$ cat config.mk
export PLATFORM = sky130hd
export DESIGN_NAME = decode_stage
export DESIGN_NICKNAME = d
export VERILOG_FILES = /design/src/source/decode_pkg.sv /design/src/source/op_decoder.sv /design/src/source/operand_builder.sv /design/src/source/hazard_unit.sv /design/src/source/issue_register.sv /design/src/source/decode_stage.sv
export SDC_FILE = /design/constraint.sdc
export NUM_CORES = 1
export LEC_CHECK = 0
export BUFFER_PORTS_ARGS = -buffer_cell sky130_fd_sc_hd__buf_2
export CORE_MARGIN = 2
export CORE_UTILIZATION = 45
export DETAILED_ROUTE_END_ITERATION = 10
export PLACE_DENSITY = 0.77
export SYNTH_ARGS = -nofsm -noshare
export SYNTH_HDL_FRONTEND = slang
export SYNTH_SLANG_ARGS = --single-unit
export TNS_END_PERCENT = 10
$ cat constraint.sdc
create_clock -name clk -period 2.06 [get_ports clk]
set_clock_uncertainty 0.2 [all_clocks]
set_input_delay 0.309 -clock clk [delete_from_list [all_inputs] [get_ports clk]]
set_output_delay 0.309 -clock clk [all_outputs]
set_load 0.01 [all_outputs]
$ cat src/source/decode_pkg.sv
// Decode stage package
// RV32I widths, major opcodes, operation and format encodings, stage structs
package decode_pkg;

    //////////////////////////////
    // Widths
    //////////////////////////////
    localparam int XLEN       = 32;
    localparam int REG_ADDR_W = 5;
    localparam int TAG_W      = 3;

    //////////////////////////////
    // Major opcodes
    //////////////////////////////
    localparam logic [6:0] OPC_LUI      = 7'b0110111;
    localparam logic [6:0] OPC_AUIPC    = 7'b0010111;
    localparam logic [6:0] OPC_JAL      = 7'b1101111;
    localparam logic [6:0] OPC_JALR     = 7'b1100111;
    localparam logic [6:0] OPC_BRANCH   = 7'b1100011;
    localparam logic [6:0] OPC_LOAD     = 7'b0000011;
    localparam logic [6:0] OPC_STORE    = 7'b0100011;
    localparam logic [6:0] OPC_OP_IMM   = 7'b0010011;
    localparam logic [6:0] OPC_OP       = 7'b0110011;
    localparam logic [6:0] OPC_MISC_MEM = 7'b0001111;
    localparam logic [6:0] OPC_SYSTEM   = 7'b1110011;

    //////////////////////////////
    // Decoded operation
    //////////////////////////////
    // NOP must stay at zero, bubbles and reset rely on it
    typedef enum logic [5:0] {
        NOP    = 6'h00, LUI    = 6'h01, ADD    = 6'h02, SUB    = 6'h03,
        XOR    = 6'h04, OR     = 6'h05, AND    = 6'h06, SLL    = 6'h07,
        SRL    = 6'h08, SRA    = 6'h09, SLT    = 6'h0a, SLTU   = 6'h0b,
        JAL    = 6'h0c, JALR   = 6'h0d, BEQ    = 6'h0e, BNE    = 6'h0f,
        BLT    = 6'h10, BGE    = 6'h11, BLTU   = 6'h12, BGEU   = 6'h13,
        LB     = 6'h14, LBU    = 6'h15, LH     = 6'h16, LHU    = 6'h17,
        LW     = 6'h18, SB     = 6'h19, SH     = 6'h1a, SW     = 6'h1b,
        ECALL  = 6'h1c, EBREAK = 6'h1d, SRET   = 6'h1e, MRET   = 6'h1f,
        WFI    = 6'h20, CSRRW  = 6'h21, CSRRS  = 6'h22, CSRRC  = 6'h23,
        CSRRWI = 6'h24, CSRRSI = 6'h25, CSRRCI = 6'h26, INVALID = 6'h3f
    } op_e;

    typedef enum logic [2:0] {
        R_TYPE = 3'd0,
        I_TYPE = 3'd1,
        S_TYPE = 3'd2,
        B_TYPE = 3'd3,
        U_TYPE = 3'd4,
        J_TYPE = 3'd5
    } format_e;

    //////////////////////////////
    // Stage structs
    //////////////////////////////
    typedef struct packed {
        op_e     op;
        format_e format;
        logic    use_rs1;
        logic    use_rs2;
        logic    is_load;
        logic    is_store;
        logic    illegal;
    } decoded_t;

    typedef struct packed {
        logic [XLEN-1:0] first;
        logic [XLEN-1:0] second;
        logic [XLEN-1:0] third;
    } operands_t;

    // Payload handed to execute
    typedef struct packed {
        op_e                   op;
        logic [REG_ADDR_W-1:0] rd;
        logic [XLEN-1:0]       first;
        logic [XLEN-1:0]       second;
        logic [XLEN-1:0]       third;
        logic [XLEN-1:0]       pc;
        logic [TAG_W-1:0]      tag;
        logic                  illegal;
        logic                  misaligned;
        logic                  access_fault;
    } issue_t;

endpackage

$ cat src/source/op_decoder.sv
// Operation decoder
// Maps opcode and funct fields to operation, format, register use and illegal flag
module op_decoder
    import decode_pkg::*;
(
    input  logic [XLEN-1:0] instruction_i,
    output decoded_t        decoded_o
);

    logic [6:0]  opcode;
    logic [2:0]  funct3;
    logic [6:0]  funct7;
    logic [11:0] funct12;
    logic        no_regs;

    assign opcode  = instruction_i[6:0];
    assign funct3  = instruction_i[14:12];
    assign funct7  = instruction_i[31:25];
    assign funct12 = instruction_i[31:20];
    // rs1 and rd both x0, required by the privileged encodings
    assign no_regs = (instruction_i[19:15] == '0) && (instruction_i[11:7] == '0);

    //////////////////////////////
    // Group sub-decoders
    //////////////////////////////
    op_e op_branch, op_load, op_store, op_op_imm, op_op, op_misc_mem, op_system;

    always_comb begin
        unique case (funct3)
            3'b000:  op_branch = BEQ;
            3'b001:  op_branch = BNE;
            3'b100:  op_branch = BLT;
            3'b101:  op_branch = BGE;
            3'b110:  op_branch = BLTU;
            3'b111:  op_branch = BGEU;
            default: op_branch = INVALID;
        endcase
    end

    always_comb begin
        unique case (funct3)
            3'b000:  op_load = LB;
            3'b001:  op_load = LH;
            3'b010:  op_load = LW;
            3'b100:  op_load = LBU;
            3'b101:  op_load = LHU;
            default: op_load = INVALID;
        endcase
    end

    always_comb begin
        unique case (funct3)
            3'b000:  op_store = SB;
            3'b001:  op_store = SH;
            3'b010:  op_store = SW;
            default: op_store = INVALID;
        endcase
    end

    // Shift immediates check funct7, the rest ignore it
    always_comb begin
        unique case ({funct7, funct3}) inside
            10'b???????000: op_op_imm = ADD;
            10'b0000000001: op_op_imm = SLL;
            10'b???????010: op_op_imm = SLT;
            10'b???????011: op_op_imm = SLTU;
            10'b???????100: op_op_imm = XOR;
            10'b0000000101: op_op_imm = SRL;
            10'b0100000101: op_op_imm = SRA;
            10'b???????110: op_op_imm = OR;
            10'b???????111: op_op_imm = AND;
            default:        op_op_imm = INVALID;
        endcase
    end

    // funct7 of 0000001 (MUL/DIV group) lands in default
    always_comb begin
        unique case ({funct7, funct3})
            10'b0000000000: op_op = ADD;
            10'b0100000000: op_op = SUB;
            10'b0000000001: op_op = SLL;
            10'b0000000010: op_op = SLT;
            10'b0000000011: op_op = SLTU;
            10'b0000000100: op_op = XOR;
            10'b0000000101: op_op = SRL;
            10'b0100000101: op_op = SRA;
            10'b0000000110: op_op = OR;
            10'b0000000111: op_op = AND;
            default:        op_op = INVALID;
        endcase
    end

    // FENCE runs as a NOP
    assign op_misc_mem = (funct3 == 3'b000) ? NOP : INVALID;

    always_comb begin
        op_system = INVALID;
        unique case (funct3)
            3'b000: begin
                if (no_regs) begin
                    unique case (funct12)
                        12'h000: op_system = ECALL;
                        12'h001: op_system = EBREAK;
                        12'h102: op_system = SRET;
                        12'h302: op_system = MRET;
                        12'h105: op_system = WFI;
                        default: op_system = INVALID;
                    endcase
                end
            end
            3'b001:  op_system = CSRRW;
            3'b010:  op_system = CSRRS;
            3'b011:  op_system = CSRRC;
            3'b101:  op_system = CSRRWI;
            3'b110:  op_system = CSRRSI;
            3'b111:  op_system = CSRRCI;
            default: op_system = INVALID;
        endcase
    end

    //////////////////////////////
    // Operation and format
    //////////////////////////////
    always_comb begin
        unique case (opcode)
            OPC_LUI:      decoded_o.op = LUI;
            OPC_AUIPC:    decoded_o.op = ADD;
            OPC_JAL:      decoded_o.op = JAL;
            OPC_JALR:     decoded_o.op = JALR;
            OPC_BRANCH:   decoded_o.op = op_branch;
            OPC_LOAD:     decoded_o.op = op_load;
            OPC_STORE:    decoded_o.op = op_store;
            OPC_OP_IMM:   decoded_o.op = op_op_imm;
            OPC_OP:       decoded_o.op = op_op;
            OPC_MISC_MEM: decoded_o.op = op_misc_mem;
            OPC_SYSTEM:   decoded_o.op = op_system;
            default:      decoded_o.op = INVALID;
        endcase
    end

    always_comb begin
        unique case (opcode)
            OPC_JALR, OPC_LOAD, OPC_OP_IMM: decoded_o.format = I_TYPE;
            OPC_STORE:                      decoded_o.format = S_TYPE;
            OPC_BRANCH:                     decoded_o.format = B_TYPE;
            OPC_LUI, OPC_AUIPC:             decoded_o.format = U_TYPE;
            OPC_JAL:                        decoded_o.format = J_TYPE;
            default:                        decoded_o.format = R_TYPE;
        endcase
    end

    // Register use follows the format; CSR immediates still count as reads
    always_comb begin
        unique case (decoded_o.format)
            R_TYPE, B_TYPE, S_TYPE: {decoded_o.use_rs1, decoded_o.use_rs2} = 2'b11;
            I_TYPE:                 {decoded_o.use_rs1, decoded_o.use_rs2} = 2'b10;
            default:                {decoded_o.use_rs1, decoded_o.use_rs2} = 2'b00;
        endcase
    end

    assign decoded_o.is_load  = (opcode == OPC_LOAD);
    assign decoded_o.is_store = (opcode == OPC_STORE);
    assign decoded_o.illegal  = (decoded_o.op == INVALID);

    // A legal memory access decodes to an operation of its own kind
    always_comb begin
        if (!decoded_o.illegal && decoded_o.is_load) begin
            load_op_a: assert (decoded_o.op inside {LB, LBU, LH, LHU, LW});
        end
        if (!decoded_o.illegal && decoded_o.is_store) begin
            store_op_a: assert (decoded_o.op inside {SB, SH, SW});
        end
    end

endmodule

$ cat src/source/operand_builder.sv
// Operand builder
// Extracts the immediate and selects the three operands for execute
module operand_builder
    import decode_pkg::*;
(
    input  logic [XLEN-1:0] instruction_i,
    input  logic [XLEN-1:0] pc_i,
    input  logic [XLEN-1:0] rs1_data_i,
    input  logic [XLEN-1:0] rs2_data_i,
    input  decoded_t        decoded_i,
    output operands_t       operands_o,
    output logic            misaligned_o
);

    //////////////////////////////
    // Immediates
    //////////////////////////////
    logic [XLEN-1:0] imm_i;
    logic [XLEN-1:0] imm_s;
    logic [XLEN-1:0] imm_b;
    logic [XLEN-1:0] imm_u;
    logic [XLEN-1:0] imm_j;
    logic [XLEN-1:0] immediate;

    assign imm_i = {{21{instruction_i[31]}}, instruction_i[30:20]};
    assign imm_s = {{21{instruction_i[31]}}, instruction_i[30:25], instruction_i[11:7]};
    assign imm_b = {{20{instruction_i[31]}}, instruction_i[7], instruction_i[30:25],
                    instruction_i[11:8], 1'b0};
    assign imm_u = {instruction_i[31:12], 12'b0};
    assign imm_j = {{12{instruction_i[31]}}, instruction_i[19:12], instruction_i[20],
                    instruction_i[30:21], 1'b0};

    always_comb begin
        unique case (decoded_i.format)
            I_TYPE:  immediate = imm_i;
            S_TYPE:  immediate = imm_s;
            B_TYPE:  immediate = imm_b;
            U_TYPE:  immediate = imm_u;
            J_TYPE:  immediate = imm_j;
            default: immediate = '0;
        endcase
    end

    //////////////////////////////
    // Operand selection
    //////////////////////////////
    // PC based for AUIPC and JAL
    assign operands_o.first = (decoded_i.format inside {U_TYPE, J_TYPE}) ? pc_i : rs1_data_i;

    assign operands_o.second = (decoded_i.format inside {R_TYPE, B_TYPE}) ? rs2_data_i
                                                                          : immediate;

    // Store data rides in the third slot, offset in the second
    assign operands_o.third = (decoded_i.format == S_TYPE) ? rs2_data_i : immediate;

    // No compressed support, so fetch must be word aligned
    assign misaligned_o = |pc_i[1:0];

endmodule

$ cat src/source/hazard_unit.sv
// Hazard unit
// Locks the destination of the last accepted instruction and requests bubbles
module hazard_unit
    import decode_pkg::*;
(
    input  logic                  clk,
    input  logic                  reset_n,
    input  logic                  enable_i,
    input  logic                  rollback_i,
    input  logic [XLEN-1:0]       instruction_i,
    input  decoded_t              decoded_i,
    output logic [REG_ADDR_W-1:0] rs1_o,
    output logic [REG_ADDR_W-1:0] rs2_o,
    output logic                  hazard_o
);

    logic [REG_ADDR_W-1:0] rd;
    logic [REG_ADDR_W-1:0] locked_rd;
    logic                  locked_store;
    logic                  hazard_rs1;
    logic                  hazard_rs2;
    logic                  hazard_mem;

    // Register bank addresses go out in the same cycle
    assign rs1_o = instruction_i[19:15];
    assign rs2_o = instruction_i[24:20];
    assign rd    = instruction_i[11:7];

    //////////////////////////////
    // Lock state
    //////////////////////////////
    always_ff @(posedge clk or negedge reset_n) begin
        if (!reset_n) begin
            locked_rd    <= '0;
            locked_store <= 1'b0;
        end else if (hazard_o) begin
            // Bubble goes out, nothing new is in flight
            locked_rd    <= '0;
            locked_store <= 1'b0;
        end else if (enable_i) begin
            locked_rd    <= rd;
            locked_store <= decoded_i.is_store;
        end
    end

    //////////////////////////////
    // Compare
    //////////////////////////////
    // x0 never matches
    assign hazard_rs1 = decoded_i.use_rs1 && (rs1_o != '0) && (rs1_o == locked_rd);
    assign hazard_rs2 = decoded_i.use_rs2 && (rs2_o != '0) && (rs2_o == locked_rd);
    assign hazard_mem = decoded_i.is_load && locked_store;

    assign hazard_o = (hazard_rs1 || hazard_rs2 || hazard_mem) && enable_i && !rollback_i;

    // The bubble clears the lock, so a request never repeats back to back
    single_bubble_a: assert property (
        @(posedge clk) disable iff (!reset_n) hazard_o |=> !hazard_o
    );

endmodule

$ cat src/source/issue_register.sv
// Issue register
// Registers the decoded payload toward execute, with bubbles on hazard or rollback
module issue_register
    import decode_pkg::*;
(
    input  logic             clk,
    input  logic             reset_n,
    input  logic             enable_i,
    input  logic             rollback_i,
    input  logic             hazard_i,
    input  decoded_t         decoded_i,
    input  operands_t        operands_i,
    input  logic [XLEN-1:0]  instruction_i,
    input  logic [XLEN-1:0]  pc_i,
    input  logic [TAG_W-1:0] tag_i,
    input  logic             misaligned_i,
    input  logic             access_fault_i,
    output issue_t           issue_o
);

    logic   kill;
    issue_t payload;
    issue_t bubble;

    assign kill = hazard_i || rollback_i;

    always_comb begin
        payload.op           = decoded_i.op;
        payload.rd           = instruction_i[11:7];
        payload.first        = operands_i.first;
        payload.second       = operands_i.second;
        payload.third        = operands_i.third;
        payload.pc           = pc_i;
        payload.tag          = tag_i;
        payload.illegal      = decoded_i.illegal;
        payload.misaligned   = misaligned_i;
        payload.access_fault = access_fault_i;
    end

    // Bubble keeps the tag so execute can match the slot
    always_comb begin
        bubble     = '0;
        bubble.op  = NOP;
        bubble.tag = tag_i;
    end

    always_ff @(posedge clk or negedge reset_n) begin
        if (!reset_n) begin
            issue_o <= '0;
        end else if (kill) begin
            issue_o <= bubble;
        end else if (enable_i) begin
            issue_o <= payload;
        end
    end

    bubble_after_kill_a: assert property (
        @(posedge clk) disable iff (!reset_n) kill |=> (issue_o.op == NOP)
    );

endmodule

$ cat src/source/decode_stage.sv
// RV32I decode stage
// Decodes one instruction per cycle and registers it toward execute
module decode_stage
    import decode_pkg::*;
(
    input  logic                  clk,
    input  logic                  reset_n,
    input  logic                  enable_i,
    input  logic [XLEN-1:0]       instruction_i,
    input  logic [XLEN-1:0]       pc_i,
    input  logic [TAG_W-1:0]      tag_i,
    input  logic [XLEN-1:0]       rs1_data_i,
    input  logic [XLEN-1:0]       rs2_data_i,
    input  logic                  rollback_i,
    input  logic                  access_fault_i,
    output logic [REG_ADDR_W-1:0] rs1_o,
    output logic [REG_ADDR_W-1:0] rs2_o,
    output logic                  hazard_o,
    output issue_t                issue_o
);

    decoded_t  decoded;
    operands_t operands;
    logic      misaligned;

    op_decoder op_decoder_i (
        .instruction_i (instruction_i),
        .decoded_o     (decoded)
    );

    operand_builder operand_builder_i (
        .instruction_i (instruction_i),
        .pc_i          (pc_i),
        .rs1_data_i    (rs1_data_i),
        .rs2_data_i    (rs2_data_i),
        .decoded_i     (decoded),
        .operands_o    (operands),
        .misaligned_o  (misaligned)
    );

    hazard_unit hazard_unit_i (
        .clk           (clk),
        .reset_n       (reset_n),
        .enable_i      (enable_i),
        .rollback_i    (rollback_i),
        .instruction_i (instruction_i),
        .decoded_i     (decoded),
        .rs1_o         (rs1_o),
        .rs2_o         (rs2_o),
        .hazard_o      (hazard_o)
    );

    issue_register issue_register_i (
        .clk            (clk),
        .reset_n        (reset_n),
        .enable_i       (enable_i),
        .rollback_i     (rollback_i),
        .hazard_i       (hazard_o),
        .decoded_i      (decoded),
        .operands_i     (operands),
        .instruction_i  (instruction_i),
        .pc_i           (pc_i),
        .tag_i          (tag_i),
        .misaligned_i   (misaligned),
        .access_fault_i (access_fault_i),
        .issue_o        (issue_o)
    );

endmodule

# After elaboration in Yosys (flattened, before gate mapping)
# Index checks and enable logic that the tools add are counted.
[word_totals]
mem_count = 0
mem_bits_rw = 0
mem_bits_ro = 0
latch_bits = 0
input_bits = 136
ff_bits = 151
[classes]
multipliers = 0
n_lt_le_gt_ge = 0
n_reduce_logical = 28
n_eq_ne = 39
addsub = 0
div_mod_pow = 0
n_mux = 22
bitwise = 0
shift = 0
[op_table]
columns = ["operator", "count"]
rows = [
  ["145-bit 2-to-1 mux", 2],
  ["32-bit case mux with 5 select lines", 1],
  ["32-bit 2-to-1 mux", 3],
  ["6-bit case mux with 11 select lines", 1],
  ["6-bit case mux with 10 select lines", 1],
  ["6-bit case mux with 5 select lines", 2],
  ["6-bit case mux with 9 select lines", 1],
  ["6-bit case mux with 7 select lines", 1],
  ["10-bit by 3-bit equality test with 1-bit output (second input constant)", 4],
  ["6-bit case mux with 6 select lines", 1],
  ["7-bit equality test (second input constant)", 4],
  ["12-bit by 9-bit equality test with 1-bit output (second input constant)", 2],
  ["7-bit by 6-bit equality test with 1-bit output (second input constant)", 3],
  ["10-bit by 2-bit equality test with 1-bit output (second input constant)", 2],
  ["10-bit by 9-bit equality test with 1-bit output (second input constant)", 2],
  ["3-bit equality test (second input constant)", 6],
  ["6-bit case mux with 3 select lines", 1],
  ["3-bit case mux with 5 select lines", 1],
  ["7-bit by 5-bit equality test with 1-bit output (second input constant)", 2],
  ["12-bit by 1-bit equality test with 1-bit output (second input constant)", 1],
  ["12-bit by 10-bit equality test with 1-bit output (second input constant)", 1],
  ["3-bit by 2-bit equality test with 1-bit output (second input constant)", 4],
  ["12-bit zero test", 1],
  ["6-bit 2-to-1 mux", 2],
  ["19 further kinds", 40],
]

# Depth between registers and ports, before layout
# Gate-level depths: netlist of the first run.
[logic_depth]
word_depth = 14
ltp_mapped = 10
mapped_depth_nobuf = 6

# Hierarchy
# A second synthesis of the first run with hierarchy kept.
[unflattened]
hier_cells = 956
hier_area_um2 = 9087.5
[by_module_without_submodules]
columns = ["module", "area_each_um2", "n_inst", "cells_per_inst"]
rows = [
  ["issue_register", 5863.1, 1, 466],
  ["operand_builder", 1596.5, 1, 255],
  ["op_decoder", 1078.5, 1, 171],
  ["hazard_unit", 549.3, 1, 64],
]

# Worst setup path after synthesis of the first run
# No wires, ideal clock.
[synth_path]
kind = "in2reg"
start = "input port instruction_i[25]"
end = "register, netlist name issue_register_i.issue_o[140]"
stages = 7
slack_ps = -190
t_required_ps = 1734
path_buffers = 1
arrival_ps = 1924
path_cell_list = "or4_4 -> buf_6 -> nor4_4 -> a21oi_1 -> o311ai_2 -> a41oi_1 -> a221o_1"
[synth_between]
elab_chain_cells = 7
elab_cells_between_ends = 23
classes_between = "eq/ne: 13; mux: 8; reduce/logical: 2"
[synth_lines]
columns = ["element", "line", "text"]
rows = [
  ["start: declaration", "decode_stage.sv:9", "input logic [XLEN-1:0] instruction_i,"],
  ["12-bit by 9-bit equality test with 1-bit output (tied with other cells)", "op_decoder.sv:101", "unique case (funct12)"],
  ["6-bit case mux with 5 select lines", "op_decoder.sv:101", ""],
  ["6-bit 2-to-1 mux", "op_decoder.sv:100", "if (no_regs) begin"],
  ["6-bit case mux with 7 select lines", "op_decoder.sv:98", "unique case (funct3)"],
  ["6-bit case mux with 11 select lines *", "op_decoder.sv:125", "unique case (opcode)"],
  ["145-bit 2-to-1 mux *", "issue_register.sv:52", "end else if (enable_i) begin"],
  ["145-bit 2-to-1 mux *", "issue_register.sv:50", "end else if (kill) begin"],
]
# Every way passes the cells marked *; elsewhere a longest branch is shown, timed or not. The select of a mux whose other input is x is not followed.
# A chain may end at the register's enable or synchronous reset.

# Final worst setup path of the first run
[layout_path]
start = "register hazard_unit_i.locked_rd[0]"
end = "output port hazard_o"
[layout_between]
elab_chain_cells = 6
elab_cells_between_ends = 8
classes_between = "eq/ne: 2; reduce/logical: 6"
[layout_lines]
columns = ["element", "line", "text"]
rows = [
  ["start: declaration", "hazard_unit.sv:18", "logic [REG_ADDR_W-1:0] locked_rd;"],
  ["start signal: assignment", "hazard_unit.sv:41", "locked_rd <= rd;"],
  ["5-bit equality test (on tied branches)", "hazard_unit.sv:50, hazard_unit.sv:51", ""],
  ["1-bit logical AND (on tied branches)", "hazard_unit.sv:50, hazard_unit.sv:51", ""],
  ["1-bit logical OR * (2 in a row)", "hazard_unit.sv:54", "assign hazard_o = (hazard_rs1 || hazard_rs2 || hazard_mem) && enable_i && !rollback_i;"],
  ["1-bit logical AND * (2 in a row)", "hazard_unit.sv:54", ""],
  ["end: declaration", "decode_stage.sv:18", "output logic hazard_o,"],
]
# Every way passes the cells marked *; elsewhere a longest branch is shown, timed or not.

==> results of run 1 <==
where the power goes:
group	internal, mW	total [mW]	switching, mW
logic	0.783	1.63	0.845
clock network	1.73	3.13	1.40
registers	3.13	3.25	0.115
total	5.65	8.01	2.36
worst reg2reg max path: cells and delay by family (launching register included):
kind	cells	cell delay, ns
buf+inv	3	0.52
xor+xnor	1	0.16
flops	1	0.43
compound gates	3	0.53
simple gates	1	0.33
metal layers:
layer  vias to the layer above  global-route usage  part of all wire
li1                       3864                   -                 -
met1                      4281               0.384              0.38
met2                       430               0.590              0.51
met3                        91              0.0813             0.072
met4                         0               0.141             0.038
met5                         -                   0                 0
synthesized netlist by cell type, types with 4 or more instances:
| library cell | count |
|---|---|
| a22o_1 | 46 |
| and3_1 | 5 |
| o21a_1 | 4 |
| a31oi_1 | 6 |
| nor3_2 | 4 |
| buf_4 | 10 |
| nor3_1 | 13 |
| o21ai_1 | 9 |
| inv_1 | 8 |
| o21ai_0 | 100 |
| nor2b_1 | 5 |
| or3_1 | 4 |
| a21oi_1 | 23 |
| nand2_1 | 119 |
| dfrtp_1 | 151 |
| xor2_1 | 10 |
| or2_2 | 4 |
| clkbuf_1 | 37 |
| mux2i_1 | 92 |
| a21o_1 | 22 |
| nand2b_1 | 7 |
| nand3_1 | 6 |
| clkbuf_8 | 4 |
| o211ai_1 | 4 |
| nor4_1 | 4 |
| nor2_1 | 18 |
| buf_2 | 14 |
| and2_1 | 8 |
| o22ai_1 | 7 |
| buf_6 | 6 |
state kept, by name, indices dropped and copies added (netlist names):
register                    count
hazard_unit_i.locked_store      1
issue_register_i.issue_o      145
hazard_unit_i.locked_rd         5
cells by family (layout without fill, tap and decap cells):
logic type / Yosys count / after routing / synth area share
compound gates: 248 / 248 / 0.201
flops: 151 / 151 / 0.469
mux: 95 / 95 / 0.119
buf+inv: 82 / 558 / 0.0569
simple gates: 225 / 225 / 0.143
xor+xnor: 10 / 10 / 0.0109
other cells: 0 / 2 / 0
path summary, 6_finish.rpt:
path	start	end	slack, ns
max in group asynchronous	reset_n	issue_register_i.issue_o[100]	0.87
setup reg to reg	hazard_unit_i.locked_rd[0]	issue_register_i.issue_o[0]	-0.24
hold / removal	rs2_data_i[25]	issue_register_i.issue_o[95]	-0.01
hold reg to reg	issue_register_i.issue_o[101]	issue_register_i.issue_o[101]	0.28
setup / recovery	hazard_unit_i.locked_rd[0]	hazard_o	-0.41
min in group asynchronous	reset_n	issue_register_i.issue_o[27]	0.15
stage by stage:
step           cell area (sq um)  total power [mW]  setup slack [ns]  instances
2_1_floorplan               8100              3.85            -0.190        811
3_3_place_gp               10500              4.55            -0.372       1372
3_5_place_dp               10500              4.58            -0.416       1372
4_1_cts                    12300              7.93            -0.270       1502
5_1_grt                    12500              8.28            -0.477       1513
6_report                   12500              8.01            -0.405       1514
final cells by class:
class | count | area (sq um)
clock inverters | 13 | 139
inverters | 8 | 30.0
multi-input cells | 578 | 4050
flip-flops and latches | 151 | 3780
fillers | 1220 | 4910
clock buffers | 19 | 443
diodes | 2 | 5.00
well taps | 225 | 282
repair buffers | 518 | 3770
timing repair:
| action | 4_1_cts | 5_1_grt |
|---|---|---|
| setup endpoints to repair | 135 | 147 |
| resized for setup | 87 | 66 |
| setup buffers | 9 | 7 |
| hold endpoints to repair | 245 | 4 |
| gates cloned | 5 | 1 |
| hold buffers | 85 | 3 |
| pin swaps | 26 | 24 |
==> key figures, run 1 <==
GRT
  – Vias in the first global route: 8,725
  – Total track usage: 0.333
  – Initial antenna violation count: 2
  – Global route overflow: 0
  – First-pass GRT wire length: 47,500 um
  – Pin count of the biggest net entering global routing: 77

Timing
  – Fin. Hold Viols: 3
  – RSZ-0062 raised after global routing: true
  – Post-route worst setup slack: -0.405 ns
  – Setup TNS: -23.41 ns
  – Worst Hold Slack: -0.0100 ns
  – Tmin final: 2.47 ns
  – Worst-margin pin slew: 0.546 ns
  – Max-slew headroom: 0.632
  – Final slew viol count: 0
  – Fin crit share: 1.20
  – Fmax: 406 MHz
  – Final count of negative-setup-slack endpoints: 149

Setup path
  – Buffers and inverters on the worst path: 1
  – Critical path data required time: 1.55 ns
  – Startpoint types: register
  – Stages on the worst setup path: 5
  – CP max stage cell: dfrtp_1
  – Critical Path Max Stage Delay: 0.43 ns
  – Crit-path leading delay family: simple AND/OR/NAND/NOR gates
  – Crit path cell chain: xor2_1, nor4_2, a31oi_1, nor3_2, buf_2
  – Setup CP Type: reg -> out
  – Register-to-Register Path Depth: 8
  – Crit-path max FO: 3
  – Endpoint class of the critical path: primary output
  – Worst path arrival time: 1.96 ns

Status
  – Failing checks: hold timing, setup timing
  – Status: finished, violations left

Layout
  – Synthesis-to-layout area growth: 55.3%
  – Most frequent cells in the layout: buf_2 (290), dfrtp_1 (151), nand2_1 (118)
  – Commonest non-fill, non-tap cell in the layout: buf_2
  – Nets: 1,410
  – Post-layout util: 0.718
  – Share of layout cells above drive strength 1: 0.417

Floorplan
  – I/O Pins: 292
  – Die area: 19,000 sq um
  – Rows: 48
  – Die X: 138 um
  – Core area: 17,400 sq um
  – Starting density of the core: 0.462
  – Die extent in y: 138 um

Synthesis
  – Mean post-synth cell area: 9.93 sq um
  – Ys flop type: dfrtp_1
  – Register bit total from synthesis: 151
  – Area leader, netlist: dfrtp_1
  – Seq/Total Area, Yosys: 0.469
  – Synth Net Count: 947
  – Synth unique cells: 77
  – Yosys top cell area share: 0.469
  – EDFF count, synth: 0
  – Share of flip-flops with an asynchronous set or reset: 1.00
  – YS warnings: 0
  – Synth Instances: 811
  – Synthesized area: 8050 sq um
  – Synth area leaders: dfrtp_1 (47%), mux2i_1 (11%), o21ai_0 (6.2%), nand2_1 (5.5%), a22o_1 (5.0%)

Power
  – Peak VDD IR: 734 uV
  – Power Density: 640 nW/um^2
  – Leak: 6.89 nW

Route
  – Post-DR vias/cell: 5.72
  – ANT nets after route: 0
  – Vias: 8,666
  – First-pass iteration count of the detailed router: 5
  – WL per Instance: 21.6 um
  – DRT iter0 DRCs: 645
  – # DRC: 0
  – Detailed Route WL: 32,800 um

CTS
  – CTS Buf Count: 17
  – # H-tree levels: 4
  – Max Buffers Root-to-Sink: 2
  – Clock Root Buffer: clkbuf_16
  – CTS tree: yes
  – Clk Latency, worst-skew pair: 0.43 ns
  – CTS Sinks: 151
  – Worst-path clk slew: 0.07 ns

Min path
  – Hold Crit Class: in -> reg
  – Worst hold stages: 3

Place
  – I/O Buffers: 291
  – HPWL Detailed: 21,900 um
  – GPL Wtd Cong: 0.963

Run
  – Max-cap violations: 0
No activity file was read; power rests on OpenSTA's default activity.
==> run 2, diff against run 1 <==
--- a/config.mk
+++ b/config.mk
@@ -6,10 +6,13 @@
 export NUM_CORES = 1
 export LEC_CHECK = 0
 export BUFFER_PORTS_ARGS = -buffer_cell sky130_fd_sc_hd__buf_2
+export CELL_PAD_IN_SITES_DETAIL_PLACEMENT = 1
+export CELL_PAD_IN_SITES_GLOBAL_PLACEMENT = 2
 export CORE_MARGIN = 2
-export CORE_UTILIZATION = 45
+export CORE_UTILIZATION = 27
 export DETAILED_ROUTE_END_ITERATION = 10
-export PLACE_DENSITY = 0.77
+export PLACE_DENSITY = 0.83
+export SETUP_SLACK_MARGIN = 0.1
 export SYNTH_ARGS = -nofsm -noshare
 export SYNTH_HDL_FRONTEND = slang
 export SYNTH_SLANG_ARGS = --single-unit
==> run 2 against run 1 <==
The run ends with setup timing left. Non-clock buffer count rose by 11. Register-to-register slack barely moved. Critical path type unchanged. Worst hold slack better by 0.056 ns. Critical endpoint unchanged. Sequential cell count unchanged. Global-route usage decreased by 11 points. Clock power about the same. Total power about the same. Sequential share of layout area is 0.53 points lower. Setup slack better by 0.046 ns. Core utilization shrank 29 points. Fmax grew 1.9%. Cell count grew 12%.
==> key figures, run 2 (synthesis results as in run 1) <==
Run
  – Max-cap violations: 0 (unchanged)

Route
  – Routed met2 length: 17,700 um (+5.9%)
  – Metal3 WL: 2560 um (+8.8%)
  – ANT nets after route: 0 (unchanged)
  – DRT iter0 DRCs: 382 (-41%)
  – Highest metal used: met5
  – First-pass iteration count of the detailed router: 4 (-1)
  – WL per Instance: 21.5 um (-0.61%)
  – Vias: 8,587 (-0.91%)
  – Post-DR vias/cell: 5.08 (-11%)
  – WL met1: 15,000 um (+20%)
  – # DRC: 0 (unchanged)
  – Detailed Route WL: 36,300 um (+11%)

Power
  – Net load switching power: 2.35 mW (-0.20%)
  – Peak VDD IR: 506 uV (-31%)
  – Comb pwr share: 0.205 (+0.002)
  – Clock group share of total power: 0.391 (about the same)
  – Switch share: 0.294 (-0.000804)
  – Reg power frac: 0.404 (-0.002)
  – Power Density: 629 nW/um^2 (-1.7%)
  – Cell-internal power: 5.66 mW (+0.18%)
  – Leak: 6.89 nW (about the same)

Setup path
  – Crit-path leading delay family: simple AND/OR/NAND/NOR gates
  – Critical Path Max Stage Delay: 0.42 ns (about the same)
  – Endpoint class of the critical path: primary output
  – Worst path arrival time: 1.91 ns (-0.05 ns)
  – Crit path cell chain: xor2_1, nor4_2, a31oi_1, nor3_2, buf_2
  – R2r endpoint: issue_register_i.issue_o[23]
  – FF-to-FF Start: hazard_unit_i.locked_rd[0]
  – CP max stage cell: dfrtp_1
  – Reg2reg setup slack: -0.24 ns (about the same)
  – Crit-path max FO: 3 (unchanged)
  – Setup CP Type: reg -> out
  – Startpoint types: register
  – Register-to-Register Path Depth: 8 (unchanged)
  – Critical path data required time: 1.55 ns (about the same)
  – Buffers and inverters on the worst path: 1 (unchanged)

CTS
  – Max Buffers Root-to-Sink: 2 (unchanged)
  – Worst-path clk slew: 0.07 ns (about the same)
  – Clk Latency, worst-skew pair: 0.44 ns (about the same)
  – # H-tree levels: 4 (unchanged)
  – CTS Sinks: 151 (unchanged)
  – Clock Root Buffer: clkbuf_16
  – CTS tree: yes
  – CTS Buf Count: 17 (unchanged)

Place
  – GPL Wtd Cong: 0.899 (-6.6%)
  – HPWL Detailed: 25,000 um (+14%)
  – I/O Buffers: 291 (unchanged)

GRT
  – Global route overflow: 0 (unchanged)
  – First-pass GRT wire length: 54,000 um (+14%)
  – Pin count of the biggest net entering global routing: 61 (-21%)
  – Initial antenna violation count: 2 (unchanged)
  – Vias in the first global route: 9,161 (+5.0%)
  – Total track usage: 0.227 (-0.106)

Timing
  – RSZ-0062 raised after global routing: true
  – Final count of negative-setup-slack endpoints: 143 (-4.0%)
  – Fmax: 413 MHz (+1.9%)
  – Worst-margin pin slew: 0.676 ns (+0.130 ns)
  – Worst Hold Slack: 0.0461 ns (+0.0561 ns)
  – Tmin final: 2.42 ns (-0.0463 ns)
  – Setup TNS: -21.41 ns (+2.00 ns)
  – Final slew viol count: 0 (unchanged)
  – Fin crit share: 1.17 (-0.0225)
  – Post-route worst setup slack: -0.359 ns (+0.0463 ns)
  – Max-slew headroom: 0.547 (-0.0848)
  – Fin. Hold Viols: 0 (-3)

Layout
  – Post-layout util: 0.432 (-0.286)
  – Multi-input logic area: 4000 sq um (-1.2%)
  – Register area: 3780 sq um (unchanged)
  – Largest register FFs: 145 (unchanged)
  – Most frequent cells in the layout: buf_2 (290), dfrtp_1 (151), nand2_1 (118)
  – Biggest register: issue_register_i.issue_o
  – Commonest non-fill, non-tap cell in the layout: buf_2
  – Synthesis-to-layout area growth: 58.1%
  – Largest registers: issue_register_i.issue_o: 145 flops, hazard_unit_i.locked_rd: 5 flops, hazard_unit_i.locked_store: 1 flops
  – Fill cells: 3,401 (+180%)
  – Share of layout cells above drive strength 1: 0.402 (-0.0151)
  – Nets: 1,421 (+0.78%)

Floorplan
  – Die X: 177 um (+28%)
  – Die extent in y: 177 um (+28%)
  – Core area: 29,500 sq um (+69%)
  – Die area: 31,200 sq um (+64%)
  – Starting density of the core: 0.273 (-0.189)
  – I/O Pins: 292 (unchanged)
  – Rows: 63 (+31%)

Min path
  – Hold Crit Class: in -> async

Status
  – Status: finished, violations left
  – Failing checks: setup timing
-- run 2: cell count changes in the layout (fill, tap and decap cells not counted), moves of 2 or more --
cell | before | now
buf_4 | 104 | 110
o22ai_2 | 0 | 2
buf_12 | 18 | 16
o21ai_2 | 39 | 23
dlygate4sd3_1 | 88 | 101
o22ai_1 | 7 | 5
inv_6 | 4 | 2
o21ai_1 | 60 | 75
clkbuf_16 | 18 | 20
buf_6 | 11 | 5
clkinvlp_4 | 2 | 4
-- run 2: worst max path at each step --
| stage | startpoint | end | cells past startpoint |
|---|---|---|---|
| global placement | instruction_i[25] | issue_register_i.issue_o[2] | 7 |
| finish | hazard_unit_i.locked_rd[0] | hazard_o | 5 |
| global route | hazard_unit_i.locked_rd[2] | hazard_o | 6 |
| CTS | hazard_unit_i.locked_rd[4] | hazard_o | 7 |
| detailed placement | instruction_i[25] | issue_register_i.issue_o[140] | 7 |
| floorplan | instruction_i[25] | issue_register_i.issue_o[140] | 7 |
-- run 2: layer usage --
layer  vias up  GRT usage
li1       3885          -
met1      4293      0.278
met2       343      0.387
met3        64     0.0567
met4         2     0.0830
met5         -          0
-- run 2: timing repair --
action,4_1_cts,5_1_grt
endpoints found under the setup margin,148,149
gates resized for setup,94,24
buffers inserted,7,5
gates cloned,4,3
pin swaps,24,19
hold endpoints to repair,283,0
hold buffers,101,0
-- run 2: final cells by class --
type                            count  area share
Tap cell                          390      0.0383
Clock inverter                     12     0.00944
Multi-Input combinational cell    578       0.315
Timing Repair Buffer              529       0.302
Sequential cell                   151       0.297
Inverter                            8     0.00236
Clock buffer                       20      0.0359
Antenna cell                        1    0.000197
-- run 2: power by group through the flow --
stage                     Sequential, mW  Combinational [mW]  Clock (mW)
final                               3.24                1.64        3.13
after global routing                3.26                1.77        3.33
after CTS                           3.24                1.58        3.21
after detailed placement            3.29                1.33           0
after global placement              3.28                1.31           0
after floorplan                     3.35               0.498           0
-- run 2: metrics by stage --
step | instance area (sq um) | power, mW | setup slack [ns] | std cells
global placement | 10700 | 4.59 | -0.413 | 1537
finish | 12700 | 8.01 | -0.359 | 1689
global route | 12700 | 8.36 | -0.500 | 1689
CTS | 12500 | 8.03 | -0.380 | 1681
detailed placement | 10700 | 4.62 | -0.463 | 1537
floorplan | 8110 | 3.85 | -0.190 | 811
